<file path="src/hdl/book_pkg.sv">
// Order book side definitions
// Table geometry, command encoding, entry and table types, and the
// locate and notify records shared by the book datapath
`default_nettype none

package book_pkg;

  // Table geometry
  localparam int ENTRIES_N   = 8;
  localparam int ENTRY_IDX_W = $clog2(ENTRIES_N);
  localparam int KEY_BITS    = 16;
  localparam int VOLUME_BITS = 12;
  // Wide enough to hold ENTRIES_N itself
  localparam int LISTSIZE_W  = 4;

  typedef logic [KEY_BITS-1:0]    key_t;
  typedef logic [VOLUME_BITS-1:0] volume_t;
  typedef logic [LISTSIZE_W-1:0]  listsize_t;

  // Book commands
  typedef enum logic [1:0] {
    CMD_CLEAR   = 2'd0,
    CMD_ADD     = 2'd1,
    CMD_DELETE  = 2'd2,
    CMD_REPLACE = 2'd3
  } cmd_t;

  // Command as issued by the bus slave
  typedef struct packed {
    logic    vld;
    cmd_t    cmd;
    key_t    key;
    volume_t volume;
  } book_cmd_t;

  // One price level
  typedef struct packed {
    logic    vld;
    key_t    key;
    volume_t volume;
  } book_entry_t;

  // Entry 0 is the head, highest key
  typedef book_entry_t [ENTRIES_N-1:0] book_table_t;

  // Search result over the current table
  typedef struct packed {
    logic [ENTRIES_N-1:0] match_sel;
    logic                 hit;
    logic                 full;
    logic [ENTRIES_N-1:0] insert_sel;
    // Positions taking entry i-1 on ADD
    logic [ENTRIES_N-1:0] shift_right;
    // Positions taking entry i+1 on DELETE
    logic [ENTRIES_N-1:0] shift_left;
  } book_locate_t;

  // Head change report
  typedef struct packed {
    logic    vld;
    key_t    key;
    volume_t volume;
  } book_notify_t;

endpackage

`default_nettype wire
</file>
<file path="src/hdl/bus_pkg.sv">
// Wishbone bus definitions
// Widths, address map, request record and the two views of the data word
`default_nettype none

package bus_pkg;

  localparam int WB_ADDR_W = 4;
  localparam int WB_DATA_W = 32;

  // Addresses 0 to 7 read entries
  localparam logic [WB_ADDR_W-1:0] ADDR_LISTSIZE = 4'd8;

  // Write view, a book command
  typedef struct packed {
    book_pkg::cmd_t    cmd;
    logic [1:0]        pad;
    book_pkg::key_t    key;
    book_pkg::volume_t volume;
  } wb_cmd_word_t;

  // Read view, one table entry
  typedef struct packed {
    logic              vld;
    logic [2:0]        pad;
    book_pkg::key_t    key;
    book_pkg::volume_t volume;
  } wb_entry_word_t;

  // Same 32 bits decoded by direction
  typedef union packed {
    wb_cmd_word_t   cmd;
    wb_entry_word_t entry;
  } wb_word_u;

  // Master side of a classic cycle
  typedef struct packed {
    logic                 cyc;
    logic                 stb;
    logic                 we;
    logic [WB_ADDR_W-1:0] adr;
    wb_word_u             dat;
  } wb_req_t;

endpackage

`default_nettype wire

</file>
<file path="src/hdl/book_side_top.sv">
// Order book side, bid ordered
// Wishbone slave in front of the key search and the table update
`default_nettype none

module book_side_top
  import book_pkg::*;
  import bus_pkg::*;
(
  input  wire logic    i_clk,
  input  wire logic    i_rst_n,
  input  wire wb_req_t i_wb,
  output logic         o_wb_ack,
  output wb_word_u     o_wb_dat,
  output book_notify_t o_notify
);

  book_cmd_t    cmd;
  book_table_t  table_cur;
  listsize_t    listsize;
  book_locate_t loc;

  // Bus front end
  book_wb_slave u_slave (
    .i_clk      (i_clk),
    .i_rst_n    (i_rst_n),
    .i_wb       (i_wb),
    .i_table    (table_cur),
    .i_listsize (listsize),
    .o_wb_ack   (o_wb_ack),
    .o_wb_dat   (o_wb_dat),
    .o_cmd      (cmd)
  );

  // Combinational search on the current table
  book_locate u_locate (
    .i_cmd   (cmd),
    .i_table (table_cur),
    .o_loc   (loc)
  );

  // State, commits at the edge raising ack
  book_update u_update (
    .i_clk      (i_clk),
    .i_rst_n    (i_rst_n),
    .i_cmd      (cmd),
    .i_loc      (loc),
    .o_table    (table_cur),
    .o_listsize (listsize),
    .o_notify   (o_notify)
  );

endmodule

`default_nettype wire

</file>
<file path="src/hdl/book_update.sv">
// Order book table state and update
// Holds the sorted entries and list size, applies one command per cycle
// by insert and neighbour shifts, and reports head changes
`default_nettype none

module book_update
  import book_pkg::*;
(
  input  wire logic         i_clk,
  input  wire logic         i_rst_n,
  input  wire book_cmd_t    i_cmd,
  input  wire book_locate_t i_loc,
  output book_table_t       o_table,
  output listsize_t         o_listsize,
  output book_notify_t      o_notify
);

  logic [ENTRIES_N-1:0] vld_q;
  key_t                 key_q [ENTRIES_N];
  volume_t              vol_q [ENTRIES_N];
  listsize_t            listsize_q;
  listsize_t            listsize_nxt;
  book_table_t          tbl_cur;
  book_table_t          tbl_nxt;
  book_table_t          tbl_from_right;
  book_table_t          tbl_from_left;
  logic                 op_clr;
  logic                 op_add;
  logic                 op_del;
  logic                 op_rep;
  logic                 nfy_clr;
  logic                 nfy_add;
  logic                 nfy_del;
  logic                 nfy_rep;
  logic                 nfy_vld;
  volume_t              nfy_volume;
  logic                 notify_vld_q;
  key_t                 notify_key_q;
  volume_t              notify_vol_q;

  // Operation decode, qualified by the command strobe
  assign op_clr = i_cmd.vld & (i_cmd.cmd == CMD_CLEAR);
  assign op_add = i_cmd.vld & (i_cmd.cmd == CMD_ADD);
  assign op_del = i_cmd.vld & (i_cmd.cmd == CMD_DELETE);
  assign op_rep = i_cmd.vld & (i_cmd.cmd == CMD_REPLACE);

  // Current table view
  always_comb begin
    for (int i = 0; i < ENTRIES_N; i++) begin
      tbl_cur[i].vld    = vld_q[i];
      tbl_cur[i].key    = key_q[i];
      tbl_cur[i].volume = vol_q[i];
    end
  end

  // Neighbour views, entry i sees i-1 or i+1
  // Shifted-in ends are empty entries
  assign tbl_from_right = tbl_cur << $bits(book_entry_t);
  assign tbl_from_left  = tbl_cur >> $bits(book_entry_t);

  // Retain, insert, take-right or take-left per entry
  always_comb begin
    tbl_nxt = tbl_cur;
    for (int i = 0; i < ENTRIES_N; i++) begin
      if (op_clr) begin
        tbl_nxt[i].vld = 1'b0;
      end else if (op_add && i_loc.insert_sel[i]) begin
        tbl_nxt[i] = '{vld: 1'b1, key: i_cmd.key, volume: i_cmd.volume};
      end else if (op_add && i_loc.shift_right[i]) begin
        // Old tail drops off when full
        tbl_nxt[i] = tbl_from_right[i];
      end else if (op_del && i_loc.shift_left[i]) begin
        tbl_nxt[i] = tbl_from_left[i];
      end else if (op_rep && i_loc.match_sel[i]) begin
        tbl_nxt[i].volume = i_cmd.volume;
      end
    end
  end

  // List size saturates at ENTRIES_N since a full add does not count
  always_comb begin
    if (op_clr) begin
      listsize_nxt = '0;
    end else if (op_add && !i_loc.full) begin
      listsize_nxt = listsize_q + 1'b1;
    end else if (op_del && i_loc.hit) begin
      listsize_nxt = listsize_q - 1'b1;
    end else begin
      listsize_nxt = listsize_q;
    end
  end

  // Head change sources
  assign nfy_clr = op_clr & tbl_cur[0].vld;
  assign nfy_add = op_add & i_loc.insert_sel[0];
  assign nfy_del = op_del & i_loc.match_sel[0];
  assign nfy_rep = op_rep & i_loc.match_sel[0];
  assign nfy_vld = nfy_clr | nfy_add | nfy_del | nfy_rep;

  // New volume for add and replace, removed head volume for delete
  // Clear reports zero
  assign nfy_volume = ({VOLUME_BITS{nfy_add | nfy_rep}} & i_cmd.volume)
                    | ({VOLUME_BITS{nfy_del}} & tbl_cur[0].volume);

  always_ff @(posedge i_clk or negedge i_rst_n) begin
    if (!i_rst_n) begin
      vld_q        <= '0;
      listsize_q   <= '0;
      notify_vld_q <= 1'b0;
    end else begin
      for (int i = 0; i < ENTRIES_N; i++) begin
        vld_q[i] <= tbl_nxt[i].vld;
      end
      listsize_q   <= listsize_nxt;
      notify_vld_q <= nfy_vld;
    end
  end

  // Payload only moves on a command
  always_ff @(posedge i_clk) begin
    if (i_cmd.vld) begin
      for (int i = 0; i < ENTRIES_N; i++) begin
        key_q[i] <= tbl_nxt[i].key;
        vol_q[i] <= tbl_nxt[i].volume;
      end
    end
    if (nfy_vld) begin
      notify_key_q <= i_cmd.key;
      notify_vol_q <= nfy_volume;
    end
  end

  assign o_table    = tbl_cur;
  assign o_listsize = listsize_q;
  assign o_notify   = '{vld: notify_vld_q, key: notify_key_q, volume: notify_vol_q};

endmodule

`default_nettype wire

</file>
<file path="src/hdl/book_locate.sv">
// Order book key search
// Finds the matching entry and the sorted insertion point for the command
// key, and derives the shift masks used by the table update
`default_nettype none

module book_locate
  import book_pkg::*;
(
  input  wire book_cmd_t   i_cmd,
  input  wire book_table_t i_table,
  output book_locate_t     o_loc
);

  logic [ENTRIES_N-1:0] vld;
  logic [ENTRIES_N-1:0] match_sel;
  logic [ENTRIES_N-1:0] ge_mask;
  logic [ENTRIES_N-1:0] ge_inc;
  logic [ENTRIES_N-1:0] insert_sel;
  logic [ENTRIES_N-1:0] insert_tail;
  logic [ENTRIES_N-1:0] match_tail;

  // Per entry compare against the command key
  always_comb begin
    for (int i = 0; i < ENTRIES_N; i++) begin
      vld[i]       = i_table[i].vld;
      // Keys are unique, so at most one bit set
      match_sel[i] = i_table[i].vld & (i_table[i].key == i_cmd.key);
      // Bid order, so this is a run of ones from the head
      ge_mask[i]   = i_table[i].vld & (i_table[i].key >= i_cmd.key);
    end
  end

  // First zero of the unary mask from the head
  // All ones means full with the key below every entry, no insert
  assign ge_inc     = ge_mask + 1'b1;
  assign insert_sel = ~ge_mask & ge_inc;

  // Inclusive toward-tail masks
  //   sel  0 0 0 0 1 0 0 0
  //   tail 1 1 1 1 1 0 0 0
  // A zero select gives an all zero mask
  assign insert_tail = ~(insert_sel - 1'b1);
  assign match_tail  = ~(match_sel - 1'b1);

  always_comb begin
    o_loc.match_sel   = match_sel;
    o_loc.hit         = |match_sel;
    o_loc.full        = &vld;
    o_loc.insert_sel  = insert_sel;
    // Beyond the insertion point each entry moves one toward the tail
    o_loc.shift_right = insert_tail & ~insert_sel;
    // From the hit onward each entry takes its tail-side neighbour
    o_loc.shift_left  = match_tail;
  end

endmodule

`default_nettype wire

</file>
<file path="src/hdl/book_wb_slave.sv">
// Wishbone classic slave for the order book
// Turns write cycles into book commands and serves entry and list size reads
`default_nettype none

module book_wb_slave
  import book_pkg::*;
  import bus_pkg::*;
(
  input  wire logic        i_clk,
  input  wire logic        i_rst_n,
  input  wire wb_req_t     i_wb,
  input  wire book_table_t i_table,
  input  wire listsize_t   i_listsize,
  output logic             o_wb_ack,
  output wb_word_u         o_wb_dat,
  output book_cmd_t        o_cmd
);

  logic        ack_q;
  logic        new_req;
  book_entry_t rd_entry;
  wb_word_u    rd_word;
  wb_word_u    dat_q;

  // New request while ack is low, so one transfer per two cycles at most
  assign new_req = i_wb.cyc & i_wb.stb & ~ack_q;

  always_ff @(posedge i_clk or negedge i_rst_n) begin
    if (!i_rst_n) begin
      ack_q <= 1'b0;
    end else begin
      ack_q <= new_req;
    end
  end

  // Any write address is a command
  always_comb begin
    o_cmd.vld    = new_req & i_wb.we;
    o_cmd.cmd    = i_wb.dat.cmd.cmd;
    o_cmd.key    = i_wb.dat.cmd.key;
    o_cmd.volume = i_wb.dat.cmd.volume;
  end

  // Entry picked by the low address bits
  assign rd_entry = i_table[i_wb.adr[ENTRY_IDX_W-1:0]];

  // Read mux, unmapped addresses give zero
  always_comb begin
    rd_word = '0;
    if (i_wb.adr < WB_ADDR_W'(ENTRIES_N)) begin
      rd_word.entry.vld    = rd_entry.vld;
      rd_word.entry.key    = rd_entry.key;
      rd_word.entry.volume = rd_entry.volume;
    end else if (i_wb.adr == ADDR_LISTSIZE) begin
      // List size sits in the volume field
      rd_word.entry.volume = volume_t'(i_listsize);
    end
  end

  // Captured at the edge raising ack, held until the next read
  always_ff @(posedge i_clk) begin
    if (new_req && !i_wb.we) begin
      dat_q <= rd_word;
    end
  end

  assign o_wb_ack = ack_q;
  assign o_wb_dat = dat_q;

endmodule

`default_nettype wire

</file>
<file path="config.mk">
export PLATFORM = sky130hd
export DESIGN_NAME = book_side_top
export DESIGN_NICKNAME = d
export VERILOG_FILES = /design/src/hdl/book_pkg.sv /design/src/hdl/bus_pkg.sv /design/src/hdl/book_side_top.sv /design/src/hdl/book_update.sv /design/src/hdl/book_locate.sv /design/src/hdl/book_wb_slave.sv
export SDC_FILE = /design/constraint.sdc
export NUM_CORES = 1
export LEC_CHECK = 0
export BUFFER_PORTS_ARGS = -buffer_cell sky130_fd_sc_hd__buf_2
export CAP_MARGIN = 30
export CORE_UTILIZATION = 45
export DETAILED_ROUTE_END_ITERATION = 16
export GPL_TIMING_DRIVEN = 0
export HOLD_SLACK_MARGIN = 0.1
export PLACE_DENSITY = 0.58
export SLEW_MARGIN = 20
export SYNTH_ARGS = -nofsm -noshare
export SYNTH_HDL_FRONTEND = slang
export SYNTH_HIERARCHICAL = 1
export SYNTH_SLANG_ARGS = --single-unit
</file>
<file path="constraint.sdc">
create_clock -name i_clk -period 4.3 [get_ports i_clk]
set_input_delay 0.86 -clock i_clk [delete_from_list [all_inputs] [get_ports i_clk]]
set_output_delay 0.86 -clock i_clk [all_outputs]
set_load 0.1 [all_outputs]
</file>
==> out/results.md <==
### STA
* number of pins exceeding their max-slew limit in the final report: 0
* unrepaired setup endpoints after global routing: true
* worst-case headroom to the max-slew limit: 0.492
* Setup-failing EPs final: 0
* final clock skew: 22.8 ps
* max frequency: 238 MHz
* clock period minus final worst setup slack: 4200 ps
* total count of hold-check failures in the final report: 0
* summed negative setup slack over all endpoints: 0 ps
* transition at the pin with the smallest max-transition slack: 762 ps
* Period Utilization, post-route: 0.978

### Logic synthesis
* number of register bits inferred by synthesis: 295
* Post-synth EDFFs: 281
* share of the yosys chip area belonging to registers: 0.417
* Post-Synthesis Cells: 2037
* mapped cell area: 0.0211 sq mm
* Top FF cell, synth: edfxtp_1
* Ys Warns: 6
* distinct cell type count after synthesis: 84
* share of flip-flops with an asynchronous set or reset: 0.0475
* top post-synthesis cells by area: edfxtp_1 (40%), ha_1 (7.8%), mux4_2 (5.5%)
* portion of synthesized cell area occupied by the leading cell type: 0.401
* largest area contributor in the synthesized netlist: edfxtp_1
* synthesized area per cell: 10.3 sq um

### Place
* Routability Congestion: 0.968
* number of I/O port buffers: 64
* HPWL Detailed: 60000 um

### Global routing
* via count of the first global-routing pass: 16904
* total global-route track usage: 0.310
* wire length of the first global-routing pass: 109000 um
* maximum number of pins on one net before global-route repair: 30
* initial antenna violation count: 0
* overflow left after global routing: 0

### Detailed routing
* number of violations reported at the end of detailed-routing iteration 0: 2468
* WL per Instance: 26.7 um
* remaining number of nets flagged by the antenna check after routing: 0
* wire length reported by the detailed router: 74200 um
* post-detailed-route via-to-cell ratio: 6.58
* Detailed Routing Iterations Pass 1: 6
* DRC errors left: 0
* vias: 18303

### Clock tree
* clock-pin slew reported for the worst setup and hold paths after clock tree synthesis: 60 ps
* clock sink count: 295
* clock tree from TritonCTS: yes
* Clk Latency, worst-skew pair: 580 ps
* clock root cell: clkbuf_16
* buffer depth of the longest clock path: 3
* H-tree depth: 2
* Inserted Clock Buffers: 38
* Post-CTS Hold Buffers: 0

### Power and ir drop
* worst ir drop on vdd: 0.244 mV
* LEAKAGE: 0.00894 uW
* cell area power density: 327 mW/mm^2
* power after layout: 7710 uW

### Final layout
* FF/Latch Area: 0.00879 sq mm
* final layout net count: 2327
* final standard cell utilization of the core: 0.516
* Antenna Cells: 0
* fill cell count: 4149
* P&R area growth vs syn: 12.1%
* multi-input combinational cell area: 0.0109 sq mm
* leading cell type in the layout, fill and taps excluded: edfxtp_1
* most used cells in the layout excluding fill and tap cells: edfxtp_1 (281), nor2_1 (191), o22ai_1 (162)
* fraction of final layout cells sized beyond drive strength 1: 0.171

### Setup path
* depth of the worst register-to-register path: 12
* worst setup path class: in -> reg
* launch point of the critical path: i_wb[23]
* sort of element at the end of the critical path: flop
* Critical Path Fanout Max: 16
* endpoint of the lowest-slack register-to-register path: u_update/key_q[0][27]$_DFFE_PP_
* FF-to-FF Start: u_update/key_q[0][15]$_DFFE_PP_
* Data required, critical path: 4510 ps
* Data arrival, critical path: 4420 ps
* kind of launch point of the worst setup path: input port
* internal reg-to-reg setup slack: 270 ps

### Die
* y dimension of the die: 218 um
* starting density of the core: 0.460
* horizontal extent of the die: 218 um
* Die ar.: 0.0477 sq mm
* site row count: 78
* number of placed I/O pins: 103
* Core Box Area: 0.0458 sq mm

### Worst hold path
* path class of the lowest-slack min-delay path: in -> async

### Run status
* result of the run: finished clean

### Run
* Max-Cap Viols: 0

## power breakdown
part | leakage [uW] | switching (uW) | internal [uW]
logic | 0.00564 | 722 | 415
clock network | 0.000593 | 1320 | 1920
registers | 0.00271 | 113 | 3220
total | 0.00894 | 2150 | 5560
## cell type report
class | instances | share of cell area
inverters | 57 | 0.00986
clock inverters | 25 | 0.0113
multi-input cells | 1482 | 0.463
plain buffers | 205 | 0.0512
well taps | 600 | 0.0318
clock buffers | 43 | 0.0411
flip-flops and latches | 295 | 0.372
repair buffers | 75 | 0.0192
## synth_stat cells (4+ instances only)
cell,n
nor2_1,193
nand3_1,26
o211a_1,34
a21oi_1,161
nand2_1,72
edfxtp_1,281
a32oi_1,6
a21o_1,10
dfrtp_1,14
and3_1,11
buf_2,67
nand4_1,25
o22ai_1,162
mux2_2,8
o2111a_1,22
or3_1,23
o21ai_0,127
nor3_1,45
a221oi_1,7
and4b_1,5
buf_6,9
nor4_1,5
inv_1,56
nand3b_1,10
mux2i_1,69
a211oi_1,4
buf_4,54
nand2_2,8
nand2b_1,19
a22o_1,69
a22oi_1,22
a31oi_1,17
o21ai_1,17
o21a_1,7
clkbuf_1,66
mux4_2,51
nor2b_1,38
ha_1,131
xnor2_1,6
and2_1,9
## metrics by stage
step / cells / hold slack, ps / worst slack, ps / area [sq um]
CTS: 2777 / 240 / -7.61 / 23500
global route: 2782 / 267 / -97.6 / 23600
detailed placement: 2707 / 471 / -876 / 22200
floorplan: 2039 / 509 / 433 / 21100
global placement: 2703 / 437 / -814 / 22100
finish: 2782 / 245 / 95.5 / 23600
## layer usage
layer / GRT usage / part of all wire
met5: 0 / 0
met4: 0.0681 / 0.016
met3: 0.0740 / 0.13
met2: 0.419 / 0.40
met1: 0.490 / 0.46
## kinds of logic after synthesis
group	after synthesis	synth area share
simple gates	510	0.121
mux	132	0.0948
xor+xnor	8	0.00333
flops	295	0.417
buf+inv	262	0.0674
other cells	2	0.000357
fa+ha+maj	132	0.0788
compound gates	696	0.217
## how the worst max path moves through the flow
stage	endpoint	cells after the start	slack, ps
6_report	u_update/key_q[0][27]$_DFFE_PP_	14	100
5_1_grt	u_update/key_q[0][31]$_DFFE_PP_	14	-100
3_5_place_dp	u_update/vol_q[1][18]$_DFFE_PP_	14	-880
4_1_cts	u_update/vol_q[1][17]$_DFFE_PP_	14	-8
3_3_place_gp	u_update/vol_q[1][17]$_DFFE_PP_	14	-810
2_1_floorplan	u_update/key_q[1][48]$_DFFE_PP_	12	430
## flip-flops by register name, summed over array words and instances, names as in the netlist
register               count
u_slave/o_wb_ack           1
u_update/vld_q             8
u_update/o_listsize        4
u_update/vol_q            96
u_update/notify_vld_q      1
u_update/notify_vol_q     12
u_slave/o_wb_dat          29
u_update/key_q           128
u_update/notify_key_q     16
## timing repair
item | 4_1_cts | 5_1_grt
pin swaps | 0 | 3
gates resized for setup | 7 | 20
setup buffers | 2 | 5
endpoints found under the setup margin | 89 | 247
## critical path: stages
cell      delay [ps]
buf_4             90
inv_1            230
ha_1             420
nand4_1          190
nor4_2           430
o211ai_1         200
nand3_1          340
nand2_1          210
nor2_1           210
clkbuf_1         350
nor2_1            90
o21bai_1         170
nand2_1          100
inv_1            500
No activity file was read; power rests on OpenSTA's default activity.
